`src/common/pong_pkg.sv`:
```
`default_nettype none

package pong_pkg;

    // ball as it moves on the local screen and over the link
    typedef struct packed {
        logic [9:0]        x;
        logic [9:0]        y;
        logic signed [7:0] vy;
        logic [1:0]        grav;   // gravity phase, vy steps on every fourth move
        logic              fast;   // set when the move period is the base period
    } ball_state_t;

    typedef struct packed {
        ball_state_t ball;
        logic        win;
    } handoff_t;

    // order matters, status_led is one-hot on this encoding
    typedef enum logic [2:0] {
        idle,
        wait_link,
        win_flag,
        running_right,
        running_left,
        stop,
        send_ball
    } game_state_t;

    // link register map, byte addresses
    localparam logic [7:0] addr_in_y_hi   = 8'h00;   // bits 7:6 carry y[9:8]
    localparam logic [7:0] addr_in_y_lo   = 8'h04;
    localparam logic [7:0] addr_in_vy     = 8'h08;
    localparam logic [7:0] addr_in_grav   = 8'h0C;
    localparam logic [7:0] addr_in_speed  = 8'h10;
    localparam logic [7:0] addr_in_win    = 8'h14;
    localparam logic [7:0] addr_commit    = 8'h18;
    localparam logic [7:0] addr_ack       = 8'h1C;
    localparam logic [7:0] addr_out_y_hi  = 8'h20;
    localparam logic [7:0] addr_out_y_lo  = 8'h24;
    localparam logic [7:0] addr_out_vy    = 8'h28;
    localparam logic [7:0] addr_out_grav  = 8'h2C;
    localparam logic [7:0] addr_out_speed = 8'h30;
    localparam logic [7:0] addr_status    = 8'h34;

    // game geometry
    localparam logic [9:0] serve_y     = 10'd220;
    localparam logic [9:0] return_x    = 10'd620;
    localparam logic [9:0] step_x      = 10'd10;
    localparam logic [9:0] edge_margin = 10'd20;

endpackage

`default_nettype wire

```
`src/game/game_controller.sv`:
```
`timescale 1ns/1ps
`default_nettype none

module game_controller
    import pong_pkg::*;
#(
    parameter int STEP_BASE = 270000
) (
    input  logic        clk_25MHZ,
    input  logic        reset,
    input  logic        upscale,
    input  logic        game_start,
    input  logic        collision,
    input  logic [9:0]  est_speed,
    input  handoff_t    incoming,
    input  logic        slave_done,
    input  logic        master_done,
    output ball_state_t ball,
    output logic        moving_left,
    output logic        moving_right,
    output logic        game_over,
    output logic        you_win,
    output logic        send_trigger,
    output logic        clear_done,
    output logic [7:0]  status_led
);

    localparam int pw = $clog2(STEP_BASE + 1);
    localparam logic [pw-1:0] period_base = pw'(STEP_BASE);
    localparam logic [pw-1:0] period_half = pw'(STEP_BASE / 2);
    localparam ball_state_t serve_ball = '{
        x: 10'd0, y: serve_y, vy: -8'sd3, grav: 2'd0, fast: 1'b1
    };

    game_state_t   state, state_next;
    ball_state_t   ball_next, loaded_ball;
    logic [pw-1:0] move_cnt, move_cnt_next;
    logic [pw-1:0] period, period_next, loaded_period;
    logic          game_over_next, you_win_next, send_trigger_next, clear_done_next;
    logic [9:0]    x_edge, x_return, y_max, safe_speed;
    logic          move_due;

    // one move in either direction, with gravity, clamp and bounce
    function automatic ball_state_t move_ball(input ball_state_t b, input logic left,
                                              input logic [9:0] ymax);
        ball_state_t       n;
        logic signed [11:0] y_sum;
        n = b;
        if (left)
            n.x = (b.x > step_x) ? b.x - step_x : 10'd0;
        else
            n.x = b.x + step_x;
        if (b.grav == 2'd3) begin
            n.vy   = b.vy + 8'sd1;
            n.grav = 2'd0;
        end else begin
            n.grav = b.grav + 2'd1;
        end
        y_sum = $signed({2'b00, b.y}) + $signed({{4{b.vy[7]}}, b.vy});  // old vy
        if (y_sum >= $signed({2'b00, ymax})) begin
            n.y  = ymax;
            n.vy = -n.vy;
        end else if (y_sum <= 12'sd0) begin
            n.y  = 10'd0;
            n.vy = -n.vy;
        end else begin
            n.y = y_sum[9:0];
        end
        return n;
    endfunction

    assign y_max      = upscale ? 10'd479 : 10'd239;
    assign x_edge     = (upscale ? 10'd640 : 10'd320) - edge_margin;
    assign x_return   = upscale ? return_x : return_x - 10'd320;
    assign safe_speed = (est_speed == 10'd0) ? 10'd1 : est_speed;
    assign move_due   = move_cnt >= period;

    assign moving_left  = (state == running_left);
    assign moving_right = (state == running_right);
    assign status_led   = 8'd1 << state;

    // ball handed over by the partner, enters at the right side
    always_comb begin
        loaded_ball   = incoming.ball;
        loaded_ball.x = x_return;
    end
    assign loaded_period = incoming.ball.fast ? period_base : period_half;

    always_ff @(posedge clk_25MHZ or posedge reset) begin
        if (reset) begin
            state        <= idle;
            ball         <= serve_ball;
            move_cnt     <= '0;
            period       <= period_base;
            game_over    <= 1'b0;
            you_win      <= 1'b0;
            send_trigger <= 1'b0;
            clear_done   <= 1'b0;
        end else begin
            state        <= state_next;
            ball         <= ball_next;
            move_cnt     <= move_cnt_next;
            period       <= period_next;
            game_over    <= game_over_next;
            you_win      <= you_win_next;
            send_trigger <= send_trigger_next;
            clear_done   <= clear_done_next;
        end
    end

    always_comb begin
        state_next        = state;
        ball_next         = ball;
        move_cnt_next     = move_cnt;
        period_next       = period;
        game_over_next    = 1'b0;
        you_win_next      = you_win;
        send_trigger_next = 1'b0;
        clear_done_next   = 1'b0;

        case (state)
            idle: begin
                ball_next     = serve_ball;
                period_next   = period_base;
                move_cnt_next = '0;
                if (slave_done && !you_win) begin
                    ball_next   = loaded_ball;
                    period_next = loaded_period;
                    state_next  = wait_link;
                end else if (game_start) begin
                    you_win_next = 1'b0;
                    state_next   = running_right;
                end
            end
            wait_link: begin
                clear_done_next = 1'b1;   // releases slave_done in the link
                state_next      = you_win ? idle : running_left;
            end
            win_flag: begin
                if (slave_done) begin
                    you_win_next = incoming.win;
                    if (!incoming.win) begin
                        ball_next     = loaded_ball;
                        period_next   = loaded_period;
                        move_cnt_next = '0;
                    end
                    state_next = wait_link;
                end
            end
            running_right: begin
                if (ball.x >= x_edge) begin
                    state_next        = send_ball;
                    send_trigger_next = 1'b1;   // snapshot taken on first send_ball cycle
                    move_cnt_next     = '0;
                end else if (move_due) begin
                    ball_next     = move_ball(ball, 1'b0, y_max);
                    move_cnt_next = '0;
                end else begin
                    move_cnt_next = move_cnt + 1'b1;
                end
            end
            running_left: begin
                if (collision) begin
                    state_next     = running_right;
                    move_cnt_next  = '0;
                    period_next    = pw'(STEP_BASE / int'(safe_speed));
                    ball_next.fast = (safe_speed == 10'd1);
                end else if (ball.x == 10'd0) begin
                    state_next = stop;
                end else if (move_due) begin
                    ball_next     = move_ball(ball, 1'b1, y_max);
                    move_cnt_next = '0;
                end else begin
                    move_cnt_next = move_cnt + 1'b1;
                end
            end
            stop: begin
                game_over_next = !game_start;
                if (game_start) begin
                    ball_next     = serve_ball;
                    period_next   = period_base;
                    move_cnt_next = '0;
                    state_next    = running_right;
                end
            end
            send_ball: begin
                if (master_done)
                    state_next = win_flag;
                else if (game_start)
                    state_next = idle;
            end
            default: state_next = idle;
        endcase
    end

endmodule

`default_nettype wire

```
`src/game/paddle_tracker.sv`:
```
`timescale 1ns/1ps
`default_nettype none

module paddle_tracker
    import pong_pkg::*;
#(
    parameter int PADDLE_H      = 40,
    parameter int SAMPLE_CYCLES = 250000
) (
    input  logic        clk_25MHZ,
    input  logic        reset,
    input  logic [9:0]  paddle_y,
    input  ball_state_t ball,
    input  logic        moving_left,
    output logic        collision,
    output logic [9:0]  est_speed
);

    localparam int cw = $clog2(SAMPLE_CYCLES + 1);

    logic [cw-1:0] sample_cnt;
    logic [9:0]    prev_y;
    logic [9:0]    delta_y;
    logic [10:0]   paddle_bottom;
    logic          hit;

    assign paddle_bottom = {1'b0, paddle_y} + 11'(PADDLE_H);

    // ball at the left wall and inside the paddle span
    assign hit = moving_left
              && (ball.x <= step_x)
              && (ball.y >= paddle_y)
              && ({1'b0, ball.y} <= paddle_bottom);

    assign delta_y = (paddle_y >= prev_y) ? paddle_y - prev_y : prev_y - paddle_y;

    always_ff @(posedge clk_25MHZ or posedge reset) begin
        if (reset) begin
            collision <= 1'b0;
        end else begin
            collision <= hit;
        end
    end

    // speed is pixels moved per sample window
    always_ff @(posedge clk_25MHZ or posedge reset) begin
        if (reset) begin
            sample_cnt <= '0;
            prev_y     <= '0;
            est_speed  <= '0;
        end else if (sample_cnt == cw'(SAMPLE_CYCLES - 1)) begin
            sample_cnt <= '0;
            prev_y     <= paddle_y;
            est_speed  <= delta_y;
        end else begin
            sample_cnt <= sample_cnt + 1'b1;
        end
    end

endmodule

`default_nettype wire

```
`src/link/ball_link_regs.sv`:
```
`timescale 1ns/1ps
`default_nettype none

module ball_link_regs
    import pong_pkg::*;
(
    input  logic        clk_25MHZ,
    input  logic        reset,
    input  logic [7:0]  awaddr,
    input  logic        awvalid,
    output logic        awready,
    input  logic [31:0] wdata,
    input  logic [3:0]  wstrb,
    input  logic        wvalid,
    output logic        wready,
    output logic [1:0]  bresp,
    output logic        bvalid,
    input  logic        bready,
    input  logic [7:0]  araddr,
    input  logic        arvalid,
    output logic        arready,
    output logic [31:0] rdata,
    output logic [1:0]  rresp,
    output logic        rvalid,
    input  logic        rready,
    input  ball_state_t outgoing,
    input  logic        send_trigger,
    input  logic        clear_done,
    output handoff_t    incoming,
    output logic        slave_done,
    output logic        master_done,
    output logic        send_pending
);

    logic [9:0]  in_y;
    logic [7:0]  in_vy;
    logic [1:0]  in_grav;
    logic        in_fast;
    logic        in_win;
    logic [9:0]  out_y;
    logic [7:0]  out_vy;
    logic [1:0]  out_grav;
    logic        out_fast;
    logic        wr_fire, wr_byte, rd_fire;
    logic        commit_wr, ack_wr;
    logic [31:0] rd_word;

    // aw and w taken together, held off while a response is still out
    assign wr_fire = awvalid && wvalid && !bvalid;
    assign awready = wr_fire;
    assign wready  = wr_fire;
    assign wr_byte = wr_fire && wstrb[0];   // all registers live in byte 0
    assign bresp   = 2'b00;

    assign arready = !rvalid;
    assign rd_fire = arvalid && !rvalid;
    assign rresp   = 2'b00;

    assign commit_wr = wr_fire && (awaddr == addr_commit);
    assign ack_wr    = wr_fire && (awaddr == addr_ack);

    always_ff @(posedge clk_25MHZ or posedge reset) begin
        if (reset) begin
            bvalid <= 1'b0;
            rvalid <= 1'b0;
        end else begin
            if (bvalid && bready)
                bvalid <= 1'b0;
            else if (wr_fire)
                bvalid <= 1'b1;
            if (rvalid && rready)
                rvalid <= 1'b0;
            else if (rd_fire)
                rvalid <= 1'b1;
        end
    end

    always_ff @(posedge clk_25MHZ) begin
        if (rd_fire)
            rdata <= rd_word;
    end

    // incoming ball from the partner
    always_ff @(posedge clk_25MHZ) begin
        if (wr_byte) begin
            case (awaddr)
                addr_in_y_hi:  in_y[9:8] <= wdata[7:6];
                addr_in_y_lo:  in_y[7:0] <= wdata[7:0];
                addr_in_vy:    in_vy     <= wdata[7:0];
                addr_in_grav:  in_grav   <= wdata[1:0];
                addr_in_speed: in_fast   <= wdata[0];
                addr_in_win:   in_win    <= wdata[0];
                default: ;   // read-only or unmapped, still answered OKAY
            endcase
        end
    end

    // outgoing snapshot for the partner to read
    always_ff @(posedge clk_25MHZ) begin
        if (send_trigger) begin
            out_y    <= outgoing.y;
            out_vy   <= outgoing.vy;
            out_grav <= outgoing.grav;
            out_fast <= outgoing.fast;
        end
    end

    always_ff @(posedge clk_25MHZ or posedge reset) begin
        if (reset) begin
            slave_done   <= 1'b0;
            master_done  <= 1'b0;
            send_pending <= 1'b0;
        end else begin
            master_done <= ack_wr;   // single pulse
            if (commit_wr)
                slave_done <= 1'b1;
            else if (clear_done)
                slave_done <= 1'b0;
            if (send_trigger)
                send_pending <= 1'b1;
            else if (ack_wr)
                send_pending <= 1'b0;
        end
    end

    always_comb begin
        rd_word = '0;
        case (araddr)
            addr_in_y_hi:   rd_word[7:6] = in_y[9:8];
            addr_in_y_lo:   rd_word[7:0] = in_y[7:0];
            addr_in_vy:     rd_word[7:0] = in_vy;
            addr_in_grav:   rd_word[1:0] = in_grav;
            addr_in_speed:  rd_word[0]   = in_fast;
            addr_in_win:    rd_word[0]   = in_win;
            addr_commit:    rd_word[0]   = slave_done;
            addr_out_y_hi:  rd_word[7:6] = out_y[9:8];
            addr_out_y_lo:  rd_word[7:0] = out_y[7:0];
            addr_out_vy:    rd_word[7:0] = out_vy;
            addr_out_grav:  rd_word[1:0] = out_grav;
            addr_out_speed: rd_word[0]   = out_fast;
            addr_status:    rd_word[0]   = send_pending;
            default:        rd_word      = '0;
        endcase
    end

    always_comb begin
        incoming           = '0;   // x is set by the controller on entry
        incoming.ball.y    = in_y;
        incoming.ball.vy   = in_vy;
        incoming.ball.grav = in_grav;
        incoming.ball.fast = in_fast;
        incoming.win       = in_win;
    end

endmodule

`default_nettype wire

```
`src/design/pong_node_top.sv`:
```
`timescale 1ns/1ps
`default_nettype none

module pong_node_top
    import pong_pkg::*;
#(
    parameter int STEP_BASE     = 270000,
    parameter int PADDLE_H      = 40,
    parameter int SAMPLE_CYCLES = 250000
) (
    input  logic        clk_25MHZ,
    input  logic        reset,
    input  logic        upscale,
    input  logic        game_start,
    input  logic [9:0]  paddle_y,
    input  logic [7:0]  awaddr,
    input  logic        awvalid,
    output logic        awready,
    input  logic [31:0] wdata,
    input  logic [3:0]  wstrb,
    input  logic        wvalid,
    output logic        wready,
    output logic [1:0]  bresp,
    output logic        bvalid,
    input  logic        bready,
    input  logic [7:0]  araddr,
    input  logic        arvalid,
    output logic        arready,
    output logic [31:0] rdata,
    output logic [1:0]  rresp,
    output logic        rvalid,
    input  logic        rready,
    output logic [9:0]  ball_x,
    output logic [9:0]  ball_y,
    output logic        moving_left,
    output logic        moving_right,
    output logic        game_over,
    output logic        you_win,
    output logic        send_pending,
    output logic [7:0]  status_led
);

    ball_state_t ball;
    handoff_t    incoming;
    logic        collision;
    logic [9:0]  est_speed;
    logic        send_trigger, clear_done;
    logic        slave_done, master_done;

    assign ball_x = ball.x;
    assign ball_y = ball.y;

    game_controller #(
        .STEP_BASE(STEP_BASE)
    ) u_ctrl (
        .clk_25MHZ, .reset, .upscale, .game_start, .collision, .est_speed,
        .incoming, .slave_done, .master_done, .ball, .moving_left, .moving_right,
        .game_over, .you_win, .send_trigger, .clear_done, .status_led
    );

    paddle_tracker #(
        .PADDLE_H(PADDLE_H),
        .SAMPLE_CYCLES(SAMPLE_CYCLES)
    ) u_tracker (
        .clk_25MHZ, .reset, .paddle_y, .ball, .moving_left, .collision, .est_speed
    );

    ball_link_regs u_link (
        .clk_25MHZ, .reset,
        .awaddr, .awvalid, .awready, .wdata, .wstrb, .wvalid, .wready,
        .bresp, .bvalid, .bready, .araddr, .arvalid, .arready,
        .rdata, .rresp, .rvalid, .rready,
        .outgoing(ball), .send_trigger, .clear_done,
        .incoming, .slave_done, .master_done, .send_pending
    );

endmodule

`default_nettype wire

```
`config.mk`:
```
export PLATFORM = sky130hd
export DESIGN_NAME = pong_node_top
export DESIGN_NICKNAME = d
export VERILOG_FILES = /design/src/common/pong_pkg.sv /design/src/game/game_controller.sv /design/src/game/paddle_tracker.sv /design/src/link/ball_link_regs.sv /design/src/design/pong_node_top.sv
export SDC_FILE = /design/constraint.sdc
export NUM_CORES = 1
export LEC_CHECK = 0
export ABC_CLOCK_PERIOD_IN_PS = 74900
export BUFFER_PORTS_ARGS = -buffer_cell sky130_fd_sc_hd__buf_2
export CELL_PAD_IN_SITES_DETAIL_PLACEMENT = 1
export CELL_PAD_IN_SITES_GLOBAL_PLACEMENT = 2
export CORE_ASPECT_RATIO = 0.5
export CORE_UTILIZATION = 30
export CTS_BUF_LIST = sky130_fd_sc_hd__clkbuf_8
export DETAILED_ROUTE_END_ITERATION = 7
export MAX_ROUTING_LAYER = met4
export PLACE_DENSITY_LB_ADDON = 0.15
export SYNTH_ARGS = -nofsm -noshare
export SYNTH_HDL_FRONTEND = slang
export SYNTH_SLANG_ARGS = --single-unit
```
`constraint.sdc`:
```
create_clock -name clk_25MHZ -period 74.9 [get_ports clk_25MHZ]
set_input_delay 14.98 -clock clk_25MHZ [delete_from_list [all_inputs] [get_ports clk_25MHZ]]
set_output_delay 14.98 -clock clk_25MHZ [all_outputs]
set_load 0.03 [all_outputs]
```
# ---- Yosys cells after proc, flatten, opt, wreduce, memory -nomap -nowiden
# Cells that the tools add are included.
dict set report word_totals {
  register_bits 171
  output_inout_bits 74
}
dict set report classes {
  addsub 13
  n_div 1
  magnitude_cmp 9
  n_eq_ne 43
  shifts 1
  mux 76
  bitwise_logic 1
  n_reduce_logical 40
}
# operator n
set ops {}
lappend ops {{2-to-1 mux 31 bit} 8}
lappend ops {{2-to-1 mux 19 bit} 13}
lappend ops {{one-hot mux 31 bit (5 select lines)} 1}
lappend ops {{one-hot mux 19 bit (5 select lines)} 1}
lappend ops {{one-hot mux 19 bit (4 select lines)} 1}
lappend ops {{2-to-1 mux 8 bit} 9}
lappend ops {{2-to-1 mux 10 bit} 6}
lappend ops {{equality test 8 x 5 -> 1 bit (second input constant)} 7}
lappend ops {{2-to-1 mux 18 bit} 3}
lappend ops {{equality test 8 x 6 -> 1 bit (second input constant)} 6}
lappend ops {{divider 20 x 11 -> 32 bit (first input constant)} 1}
lappend ops {{equality test 8 x 4 -> 1 bit (second input constant)} 4}
lappend ops {{>= comparator 10 bit} 3}
lappend ops {{2-to-1 mux 30 bit} 1}
lappend ops {{2-to-1 mux 3 bit} 9}
lappend ops {{one-hot mux 3 bit (7 select lines)} 1}
lappend ops {{zero test 10 bit} 2}
lappend ops {{subtractor 10 bit} 2}
lappend ops {{adder 19 x 1 -> 19 bit (second input constant)} 1}
lappend ops {{>= comparator 19 bit} 1}
lappend ops {{adder 18 x 1 -> 18 bit (second input constant)} 1}
lappend ops {{equality test 18 bit (second input constant)} 1}
lappend ops {{!= test 2 bit (second input constant)} 9}
lappend ops {{equality test 8 x 3 -> 1 bit (second input constant)} 2}
lappend ops {{other kinds (43)} 91}

# ---- Longest topological paths before layout
# Gate-level depths: netlist of run 1.
dict set report logic_depth {
  word_depth 13
  mapped_depth 427
  ltp_nobuf 384
}

# ---- Cells and area by module
# Synthesis of run 1 repeated with hierarchy kept, for this count alone.
dict set report hier_totals {
  cells_unflattened 4577
  hier_area_um2 34551.9
}
# module n_inst cells_per_inst area_per_inst_um2 seq_area_each_um2
set modules_own_cells {}
lappend modules_own_cells {game_controller 1 4044 28812.6 1903.1}
lappend modules_own_cells {paddle_tracker 1 354 3164.3 975.9}
lappend modules_own_cells {ball_link_regs 1 179 2575.0 1656.6}

# ---- Worst setup path before layout of run 1
# No wires, ideal clock.
dict set report synth_timing {
  path_type {register -> register}
  start {reg u_tracker.est_speed[5]}
  end {reg u_ctrl.period[0]}
  t_arrival_ns 79.356
  t_required_ns 74.758
  setup_slack_ns -4.598
  stages_incl_launch_ff 414
  synth_period_minus_slack_ns 79.498
  path_cell_list {dfrtp_1 -> nor2_1 -> a31o_1 -> buf_2 -> inv_2 -> clkbuf_1 -> clkbuf_1 -> buf_1 -> clkbuf_1 -> buf_1 -> clkbuf_1 -> ha_1 -> clkbuf_1 -> nand4_1 -> nor2_1 -> ha_1 -> xor2_1 -> a32oi_1 -> (+378 left out) -> a21o_1 -> a21o_1 -> nor3_1 -> nand3_2 -> buf_2 -> nor2_1 -> a21oi_1 -> ha_1 -> a21o_1 -> a21o_1 -> a21oi_1 -> nor2b_1 -> o21ai_0 -> nand2_1 -> a2111oi_0 -> nand4_1 -> a2111oi_2 -> a41oi_1}
}
dict set report synth_between {
  elab_chain_len 5
}
# element line
set synth_rtl {}
lappend synth_rtl {{start: declaration} paddle_tracker.sv:16} ;# output logic [9:0] est_speed
lappend synth_rtl {{start signal: assignment} paddle_tracker.sv:54} ;# est_speed <= delta_y;
lappend synth_rtl {{zero test 10 bit} game_controller.sv:75} ;# assign safe_speed = (est_speed == 10'd0) ? 10'd1 : est_speed;
lappend synth_rtl {{2-to-1 mux 10 bit *} game_controller.sv:75}
lappend synth_rtl {{divider 20 x 11 -> 32 bit *} game_controller.sv:166} ;# period_next = pw'(STEP_BASE / int'(safe_speed));
lappend synth_rtl {{2-to-1 mux 19 bit *} game_controller.sv:163} ;# if (collision) begin
lappend synth_rtl {{one-hot mux 19 bit (4 select lines) *} game_controller.sv:121} ;# case (state)
lappend synth_rtl {{end signal: assignment} game_controller.sv:94} ;# period <= period_base;
lappend synth_rtl {{end signal: assignment} game_controller.sv:103} ;# period <= period_next;
lappend synth_rtl {{end: declaration} game_controller.sv:38} ;# logic [pw-1:0] period, period_next, loaded_period;
# Mark *: on every way between the ends. The rest lies on a longest branch, timed or not. The select of a mux whose other input is x is not followed.
# A chain may end at the register's enable or synchronous reset.

# ---- Final worst setup path of run 1
dict set report layout_timing {
  start {reg u_tracker.est_speed[4]}
  end {reg u_ctrl.period[0]}
}
# The elaborated chain is that of the path after synthesis.

==> flow_metrics.py, run 1 <==
metrics = {
    "floorplan": {
        "die_h_um": 236.8,
        "pin_count": 145,
        "rows": 85,
        "coreArea_mm2": 0.1084,
        "fp.dieW_um": 471.6,
        "initial_utilization_pct": 30.52,
        "die_area_mm2": 0.1117,
    },
    "global_route": {
        "grtUsageTotal_pct": 22.20,
        "antenna_found_initial": 2,
        "grt_pass1_vias": 35308,
        "grt.overflow.total": 0,
        "grt_max_degree": 73,
        "grt_pass1_wl_um": 197700,
    },
    "clocking": {
        "cts-root-buf": "clkbuf_8",
        "clk_path_buf_depth": 2,
        "cts_tree": "built",
        "clock_latency_ps": 520,
        "clk_pin_slew_ps": 110,
        "cts_max_level": 4,
        "cts_sinks": 170,
        "numCtsBuffers": 17,
    },
    "synthesis": {
        "synthArstFlopShare_pct": 70.00,
        "ys.flop_type": "dfrtp_1",
        "avgSynthCellArea_um2": 7.469,
        "synth_warnings": 0,
        "netlist_area_mm2": 0.03307,
        "ys_seq_area_share_pct": 13.71,
        "yosysUniqueCellTypes": 146,
        "synthCells": 4428,
        "synth_edf_count": 51,
        "synth-seq-cells": 170,
    },
    "placement": {
        "pre_cts_slack_ps": -2900,
        "port_buffers": 88,
        "postPlaceCellArea_mm2": 0.03610,
        "place_congestion": 0.8696,
        "dp_cells": 5970,
        "hpwl_um": 99260,
    },
    "power_and_ir_drop": {
        "p_per_area_mw_per_mm2": 11.03,
        "ir_drop_mv": 0.01267,
        "p_leak_nw": 17.88,
        "total_power_mw": 0.4149,
    },
    "critical_path": {
        "arrival_ps": 70630,
        "path_class": "reg2reg",
        "required_ps": 75290,
        "crit_path_end_kind": "register",
        "path_max_fanout": 17,
        "crit_top_cell": "o21a_1",
        "worstSetupStartpointType": "register",
        "slowest_delay_ps": 460,
        "slowest_stage": "a2111oi_4",
    },
    "layout": {
        "final-seq-area_mm2": 0.004538,
        "final_nets": 5008,
        "multi_input_area_mm2": 0.02794,
        "final_area_mm2": 0.03761,
        "finalNonFillerCells": 6058,
        "final_cell_mix": "nor2_1 (402), nand2_1 (333), ha_1 (319)",
        "drive_gt1_share_pct": 16.14,
        "filler_cell_count": 13185,
        "final_util_pct": 34.70,
        "final_common_cell": "nor2_1",
        "area_growth_syn_to_layout_pct": 13.71,
    },
    "timing": {
        "holdWs_ps": 448.6,
        "clock.fmax_mhz": 14.24,
        "min_period_over_period_pct": 93.78,
        "setup_slack_ps": 4661,
        "final-max-slew-violation-count": 0,
        "hold_violations": 0,
        "finalSetupTns_ps": 0,
        "tightest_slew_ps": 1204,
        "setup_violations": 0,
        "finClkSkew_ps": 23.16,
        "layout_min_cycle_time_ps": 70240,
        "slew_headroom_pct": 19.71,
    },
    "hold_path": {
        "hp-class": "reg2reg",
    },
    "outcome": {
        "status": "complete, no violations",
    },
    "routing": {
        "drt_pass1_iterations": 5,
        "dr_total_vias": 34447,
        "drcViolationCount": 0,
        "wl_um": 123800,
        "postRouteAntennaNets": 0,
        "avgViaCountPerCell": 5.686,
        "wl_per_cell_um": 20.43,
        "drt_iter0_drc": 1558,
    },
    "run": {
        "drv_cap": 0,
    },
}
-- power by group --
group,leakage (nW),internal (mW),switching [mW]
Sequential,1.91,0.114,0.0257
Combinational,15.8,0.0776,0.137
Clock,0.161,0.0228,0.0385
-- cell usage after synthesis (all sizes together) (55+ instances only) --
cell type / n / area [µm²]
nor2: 413 / 1555
o21ai: 366 / 1851
nand2: 347 / 1310
a21oi: 325 / 1653
ha: 325 / 4066
xnor2: 189 / 1655
a21o: 176 / 1321
inv: 164 / 618.1
nor3: 141 / 757.0
nand3: 119 / 613.1
nand2b: 114 / 715.7
clkbuf: 109 / 410.4
xor2: 104 / 918.4
dfrtp: 98 / 2452
o21a: 96 / 721.9
buf: 90 / 583.1
nor4: 66 / 509.2
mux2: 65 / 735.7
nand4: 63 / 430.4
a211oi: 61 / 533.0
and2: 57 / 356.6
and3: 57 / 357.8
nor2b: 56 / 350.3
o211ai: 55 / 422.9
-- what timing repair did --
action	CTS	global route
pin swaps	10	61
hold buffers	0	0
setup endpoints to repair	2	3
resized for setup	52	153
buffers inserted	9	46
-- final timing paths --
path,start,endpoint,slack (ps),cells after the start
max reg2reg,u_tracker.est_speed[4],u_ctrl.period[0],4660,374
min in group asynchronous,reset,u_ctrl.ball[22],14610,2
min,u_ctrl.clear_done,u_link.slave_done,450,1
max in group asynchronous,reset,u_ctrl.period[13],59120,3
max,u_tracker.est_speed[4],u_ctrl.period[0],4660,374
min reg2reg,u_ctrl.clear_done,u_link.slave_done,450,1
-- cells by family (layout without fill, tap and decap cells) --
kind of cell | count (synthesis) | in the layout | share of synthesized area (%)
simple gates | 1606 | 1606 | 25.15
flops | 170 | 170 | 13.71
mux | 112 | 112 | 3.696
other cells | 1 | 30 | 0.01134
buf+inv | 364 | 530 | 4.884
fa+ha+maj | 328 | 328 | 12.48
compound gates | 1553 | 1553 | 32.22
xor+xnor | 294 | 294 | 7.850
-- per-layer routing --
layer,share of wire [%],up-vias,global-route usage [%]
met5,0,-,-
met4,1.4,0,3.467
met3,1.6,92,0.8232
met2,46,392,36.97
met1,51,17008,30.29
li1,-,16955,-
-- layout make-up --
cell class	count	share of cell area, %
Antenna cell	1	0.006654
Clock buffer	17	0.6222
Clock inverter	15	0.2795
Inverter	165	1.667
Multi-Input combinational cell	3922	74.29
Sequential cell	170	12.07
Tap cell	1435	4.774
Timing Repair Buffer	333	6.288
-- flip-flops by register name, summed over array words and instances (netlist names), 8 cells and up --
| register | flops |
|---|---|
| u_ctrl.ball | 30 |
| u_ctrl.move_cnt | 19 |
| u_ctrl.period | 19 |
| u_link.in_vy | 8 |
| u_link.in_y | 10 |
| u_link.out_vy | 8 |
| u_link.out_y | 10 |
| u_link.rdata | 8 |
| u_tracker.est_speed | 10 |
| u_tracker.prev_y | 10 |
| u_tracker.sample_cnt | 18 |
-- worst max-delay path: cells and delay by family (launching register included) --
kind            cells  cell delay, ps
mux                 5            1370
compound gates    210           38060
flops               1             450
fa+ha+maj          31            9420
buf+inv            20            3410
simple gates      108           17190
Power figures use the tool's default switching activity.
==> inputs of run 2 (changes only) <==
- ABC_AREA: not set -> 1
- BUFFER_PORTS_ARGS: -buffer_cell sky130_fd_sc_hd__buf_2 -> -buffer_cell sky130_fd_sc_hd__clkbuf_2
==> flow_metrics.py, run 2 <==
metrics = {
    "timing": {
        "setup_violations": 0,
        "hold_violations": 0,
        "slew_headroom_pct": 19.65,
        "layout_min_cycle_time_ps": 68110,
        "setup_slack_ps": 6787,
        "rsz0062_at_grt": "false",
        "tightest_slew_ps": 1196,
        "final-max-slew-violation-count": 0,
        "clock.fmax_mhz": 14.68,
        "finClkSkew_ps": 34.57,
        "min_period_over_period_pct": 90.94,
        "finalSetupTns_ps": 0,
    },
    "synthesis": {
        "ys.flop_type": "dfrtp_1",
        "synth_most_common_cell": "nand2_1",
        "synth_top_area_share_pct": 13.22,
        "synthCells": 5680,
        "yosysTopAreaCell": "nand2_1",
        "netlist_area_mm2": 0.03606,
        "synth_warnings": 0,
        "synth.area.top_cells": "nand2_1 (13%), ha_1 (11%), inv_1 (8.1%)",
        "synthArstFlopShare_pct": 70.00,
        "yosysUniqueCellTypes": 98,
        "yosys-top-cells-count": "nand2_1 (1270), inv_1 (777), nor2_1 (459), nand3_1 (384), o21ai_0 (357)",
        "synth_edf_count": 51,
        "ys_seq_area_share_pct": 12.58,
        "synth-seq-cells": 170,
        "avgSynthCellArea_um2": 6.348,
    },
    "routing": {
        "drt_pass1_iterations": 5,
        "avgViaCountPerCell": 5.024,
        "wl_per_cell_um": 17.58,
        "drt_iter0_drc": 1493,
        "postRouteAntennaNets": 0,
        "drcViolationCount": 0,
        "wl_um": 128600,
        "dr_total_vias": 36737,
    },
    "power_and_ir_drop": {
        "p_leak_nw": 20.57,
        "p_per_area_mw_per_mm2": 11.65,
        "total_power_mw": 0.4456,
        "ir_drop_mv": 0.01517,
    },
    "layout": {
        "largest_reg_flops": 30,
        "final_cell_mix": "nand2_1 (1270), inv_1 (763), nor2_1 (458)",
        "filler_cell_count": 15503,
        "reg_top3": "u_ctrl.ball: 30 flops, u_ctrl.move_cnt: 19 flops, u_ctrl.period: 19 flops",
        "final_nets": 6107,
        "final_common_cell": "nand2_1",
        "area_growth_syn_to_layout_pct": 6.107,
        "regMostFlops": "u_ctrl.ball",
        "final_util_pct": 32.29,
        "diodes": 0,
        "drive_gt1_share_pct": 13.83,
    },
    "critical_path": {
        "worstSetupStartpointType": "register",
        "path_max_fanout": 37,
        "slowest_stage": "dfrtp_1",
        "crit_top_cell": "nand2_1",
        "required_ps": 75380,
        "r2r_slack_ps": 6790,
        "reg2reg_depth": 384,
        "path_class": "reg2reg",
        "slowest_delay_ps": 500,
        "crit_path_end_kind": "register",
        "arrival_ps": 68600,
    },
    "global_route": {
        "grt_pass1_wl_um": 204000,
        "grt_use_met2_pct": 34.76,
        "met1_usage_pct": 29.31,
        "grt.overflow.total": 0,
        "antenna_found_initial": 0,
        "grt_util_met3_pct": 1.313,
        "grt_pass1_vias": 37096,
        "grt_max_degree": 63,
        "grtUsageTotal_pct": 21.35,
        "grt_most_used_layer": "met2",
    },
    "hold_path": {
        "hp-class": "reg2reg",
        "worstHoldPathCells": 1,
    },
    "clocking": {
        "numCtsBuffers": 17,
        "clk_pin_slew_ps": 130,
        "holdBufCountCts": 0,
        "clock_latency_ps": 580,
        "clk_path_buf_depth": 2,
        "cts_sinks": 170,
        "cts_tree": "built",
        "cts-root-buf": "clkbuf_8",
        "cts_max_level": 4,
    },
    "run": {
        "drv_cap": 0,
    },
    "floorplan": {
        "initial_utilization_pct": 30.43,
        "die_h_um": 247.1,
        "coreArea_mm2": 0.1185,
        "rows": 89,
        "die_area_mm2": 0.1217,
        "fp.dieW_um": 492.3,
        "pin_count": 145,
    },
    "placement": {
        "hpwl_um": 105300,
        "pre_cts_slack_ps": 2060,
        "place_congestion": 0.8380,
        "port_buffers": 88,
    },
    "outcome": {
        "status": "complete, no violations",
    },
}
[run 2: cell families (layout without fill, tap and decap cells)]
family	after synthesis	in the layout	synth area share, %
DFF	170	170	12.58
other	1	29	0.01040
xor gates and xnor gates	300	300	7.308
AOI/OAI and AO/OA	979	979	15.73
and+or+nand+nor	2874	2875	40.19
buffers and inverters	1028	1040	12.73
adders and majority gates	328	328	11.44
[run 2: critical path: cells and delay by family, from the launching register on]
family,cells,cell delay (ps)
compound gates,117,22570
flops,1,500
simple gates,181,24870
buf+inv,55,8980
fa+ha+maj,31,10710
[run 2: worst paths after layout]
check | from | end
setup / recovery | u_tracker.est_speed[9] | u_ctrl.period[0]
hold reg to reg | u_ctrl.clear_done | u_link.slave_done
min in group asynchronous | reset | u_tracker.prev_y[4]
max in group asynchronous | reset | u_ctrl.period[3]
setup reg to reg | u_tracker.est_speed[9] | u_ctrl.period[0]
hold / removal | u_ctrl.clear_done | u_link.slave_done
[run 2: layout make-up]
cell class	instances	area (µm²)	area share (%)
clock buffer	17	234.0	0.6116
clock inverter	15	196.4	0.5135
inverter	875	3388	8.856
multi-input combinational	4511	27130	70.92
sequential	170	4536	11.86
tap	1592	1992	5.207
timing repair buffer	133	778.2	2.034
[run 2: through the flow]
step                      area (µm²)  hold slack (ps)  instances
final                          38260            454.4       7313
after global routing           38260            472.1       7313
after CTS                      38010            463.1       7295
after detailed placement       37580            435.5       7263
after global placement         37580            421.8       7263
after floorplan                36160            409.6       5708
[run 2: what timing repair did]
action,in CTS,in global routing
setup buffers,0,17
hold endpoints to repair,0,0
gates resized for setup,0,30
endpoints found under the setup margin,0,2
[run 2: where the power goes]
| group | internal (mW) | leakage (nW) | switching, mW |
|---|---|---|---|
| sequential | 0.118 | 1.89 | 0.0223 |
| clock | 0.0288 | 0.210 | 0.0463 |
| combinational | 0.0726 | 18.5 | 0.158 |
[run 2: metal layers]
| metal | up-vias | wire length (µm) |
|---|---|---|
| met5 | - | 0 |
| met4 | 0 | 1625 |
| met3 | 78 | 2034 |
| met2 | 271 | 58360 |
| met1 | 17630 | 66570 |
| li1 | 18758 | - |
==> inputs of run 3 (changes only) <==
- ABC_AREA: 1 -> not set
- CORE_UTILIZATION: 30 -> 35
==> flow_metrics.py, run 3 (synthesized netlist as in run 1, its figures left out) <==
metrics = {
    "placement": {
        "pre_cts_slack_ps": -2543,
        "hpwl_um": 94570,
        "port_buffers": 88,
        "postPlaceCellArea_mm2": 0.03578,
        "dp_cells": 5780,
        "place_congestion": 0.8817,
    },
    "timing": {
        "clock.fmax_mhz": 14.14,
        "slew_headroom_pct": 19.41,
        "setup_violations": 0,
        "finClkSkew_ps": 21.51,
        "layout_min_cycle_time_ps": 70700,
        "final-max-slew-violation-count": 0,
        "setup_slack_ps": 4198,
        "finalSetupTns_ps": 0,
        "min_period_over_period_pct": 94.40,
        "tightest_slew_ps": 1192,
        "hold_violations": 0,
        "holdWs_ps": 445.9,
    },
    "critical_path": {
        "arrival_ps": 71080,
        "startpoint": "u_tracker.est_speed[3]",
        "reg2reg_from": "u_tracker.est_speed[3]",
        "crit_path_end_kind": "register",
        "path_class": "reg2reg",
        "r2r-end": "u_ctrl.period[0]",
        "worstSetupStartpointType": "register",
        "reg2reg_depth": 375,
        "path_buf_inv": 24,
        "slowest_delay_ps": 510,
        "required_ps": 75280,
        "path_max_fanout": 27,
        "r2r_slack_ps": 4200,
        "crit_top_cell": "o21a_1",
        "slowest_stage": "a2111oi_4",
        "cp_top_family": "compound AO/OA/AOI/OAI gates",
    },
    "power_and_ir_drop": {
        "p_comb_share_pct": 51.5,
        "switching_share_pct": 48.14,
        "p_per_area_mw_per_mm2": 11.25,
        "internal_power_mw": 0.2194,
        "power.switching_mw": 0.2037,
        "ir_drop_mv": 0.01417,
        "seq_power_share_pct": 32.5,
        "p_leak_nw": 17.90,
        "total_power_mw": 0.4231,
        "clkPwrFrac_pct": 16.1,
    },
    "hold_path": {
        "hold_start": "u_ctrl.clear_done",
        "worstHoldPathCells": 1,
        "hp-class": "reg2reg",
        "hold_path_end": "u_link.slave_done",
    },
    "clocking": {
        "cts-root-buf": "clkbuf_8",
        "cts_sinks": 170,
        "clk_path_buf_depth": 2,
        "clock_latency_ps": 510,
        "numCtsBuffers": 17,
        "cts_max_level": 4,
        "clk_pin_slew_ps": 110,
        "holdBufCountCts": 0,
        "cts_tree": "built",
    },
    "floorplan": {
        "coreArea_mm2": 0.09331,
        "initial_utilization_pct": 35.44,
        "fp.dieW_um": 436.7,
        "rows": 79,
        "die_h_um": 219.4,
        "pin_count": 145,
        "die_area_mm2": 0.09580,
    },
    "layout": {
        "final_cell_mix": "nor2_1 (402), nand2_1 (335), ha_1 (317)",
        "final_util_pct": 40.29,
        "final_common_cell": "nor2_1",
        "final_nets": 5019,
        "final_area_mm2": 0.03759,
        "finalNonFillerCells": 5889,
        "reg_top3": "u_ctrl.ball: 30 flops, u_ctrl.move_cnt: 19 flops, u_ctrl.period: 19 flops",
        "area_growth_syn_to_layout_pct": 13.67,
        "largest_reg_flops": 30,
        "regMostFlops": "u_ctrl.ball",
        "drive_gt1_share_pct": 16.60,
    },
    "routing": {
        "wl_per_cell_um": 20.34,
        "postRouteAntennaNets": 0,
        "drt_pass1_iterations": 7,
        "drcViolationCount": 10,
        "wl_um": 119800,
        "avgViaCountPerCell": 5.889,
        "dr_total_vias": 34679,
        "drt_iter0_drc": 1668,
    },
    "global_route": {
        "grt_max_degree": 64,
        "antenna_found_initial": 4,
        "grt_pass1_vias": 35012,
        "grtUsageTotal_pct": 24.85,
        "grt_pass1_wl_um": 191100,
        "grt.overflow.total": 0,
    },
    "run": {
        "drv_cap": 0,
    },
    "outcome": {
        "violations": "design-rule violations",
        "status": "finished with violations",
    },
}
run 3: final cells by class:
type / count / area [µm²]
Antenna cell: 1 / 2.502
Clock buffer: 17 / 234.0
Clock inverter: 15 / 157.7
Fill cell: 11542 / 55720
Inverter: 165 / 626.9
Multi-Input combinational cell: 3923 / 28010
Sequential cell: 170 / 4543
Tap cell: 1255 / 1570
Timing Repair Buffer: 343 / 2444
run 3: worst max path at each step:
stage | end | slack, ps | cells past startpoint
2_1_floorplan | u_ctrl.period[0] | 10 | 419
3_3_place_gp | u_ctrl.period[0] | -1170 | 378
3_5_place_dp | u_ctrl.period[0] | -2540 | 376
4_1_cts | u_ctrl.period[0] | 20 | 377
5_1_grt | u_ctrl.period[0] | -460 | 387
6_report | u_ctrl.period[0] | 4200 | 375
run 3: timing repair:
action,in CTS,in global routing
pin swaps,7,79
gates cloned,0,1
gates resized for setup,37,181
setup buffers,7,68
setup endpoints to repair,2,3
run 3: power groups by stage:
stage                     Combinational, mW  Clock [mW]  Sequential [mW]
after floorplan                       0.171           0            0.128
after global placement                0.211           0            0.139
final                                 0.218      0.0680            0.137
after detailed placement              0.217           0            0.140
after CTS                             0.218      0.0701            0.137
after global routing                  0.243      0.0730            0.139
run 3: layer usage:
metal / routed length [µm] / GRT usage (%) / vias up / share of wire, %
met1: 59740 / 33.44 / 17248 / 50
met3: 1935 / 0.8584 / 96 / 1.6
met2: 56450 / 41.92 / 347 / 47
li1: - / - / 16988 / -
met5: 0 / - / - / 0
met4: 1658 / 4.429 / 0 / 1.4
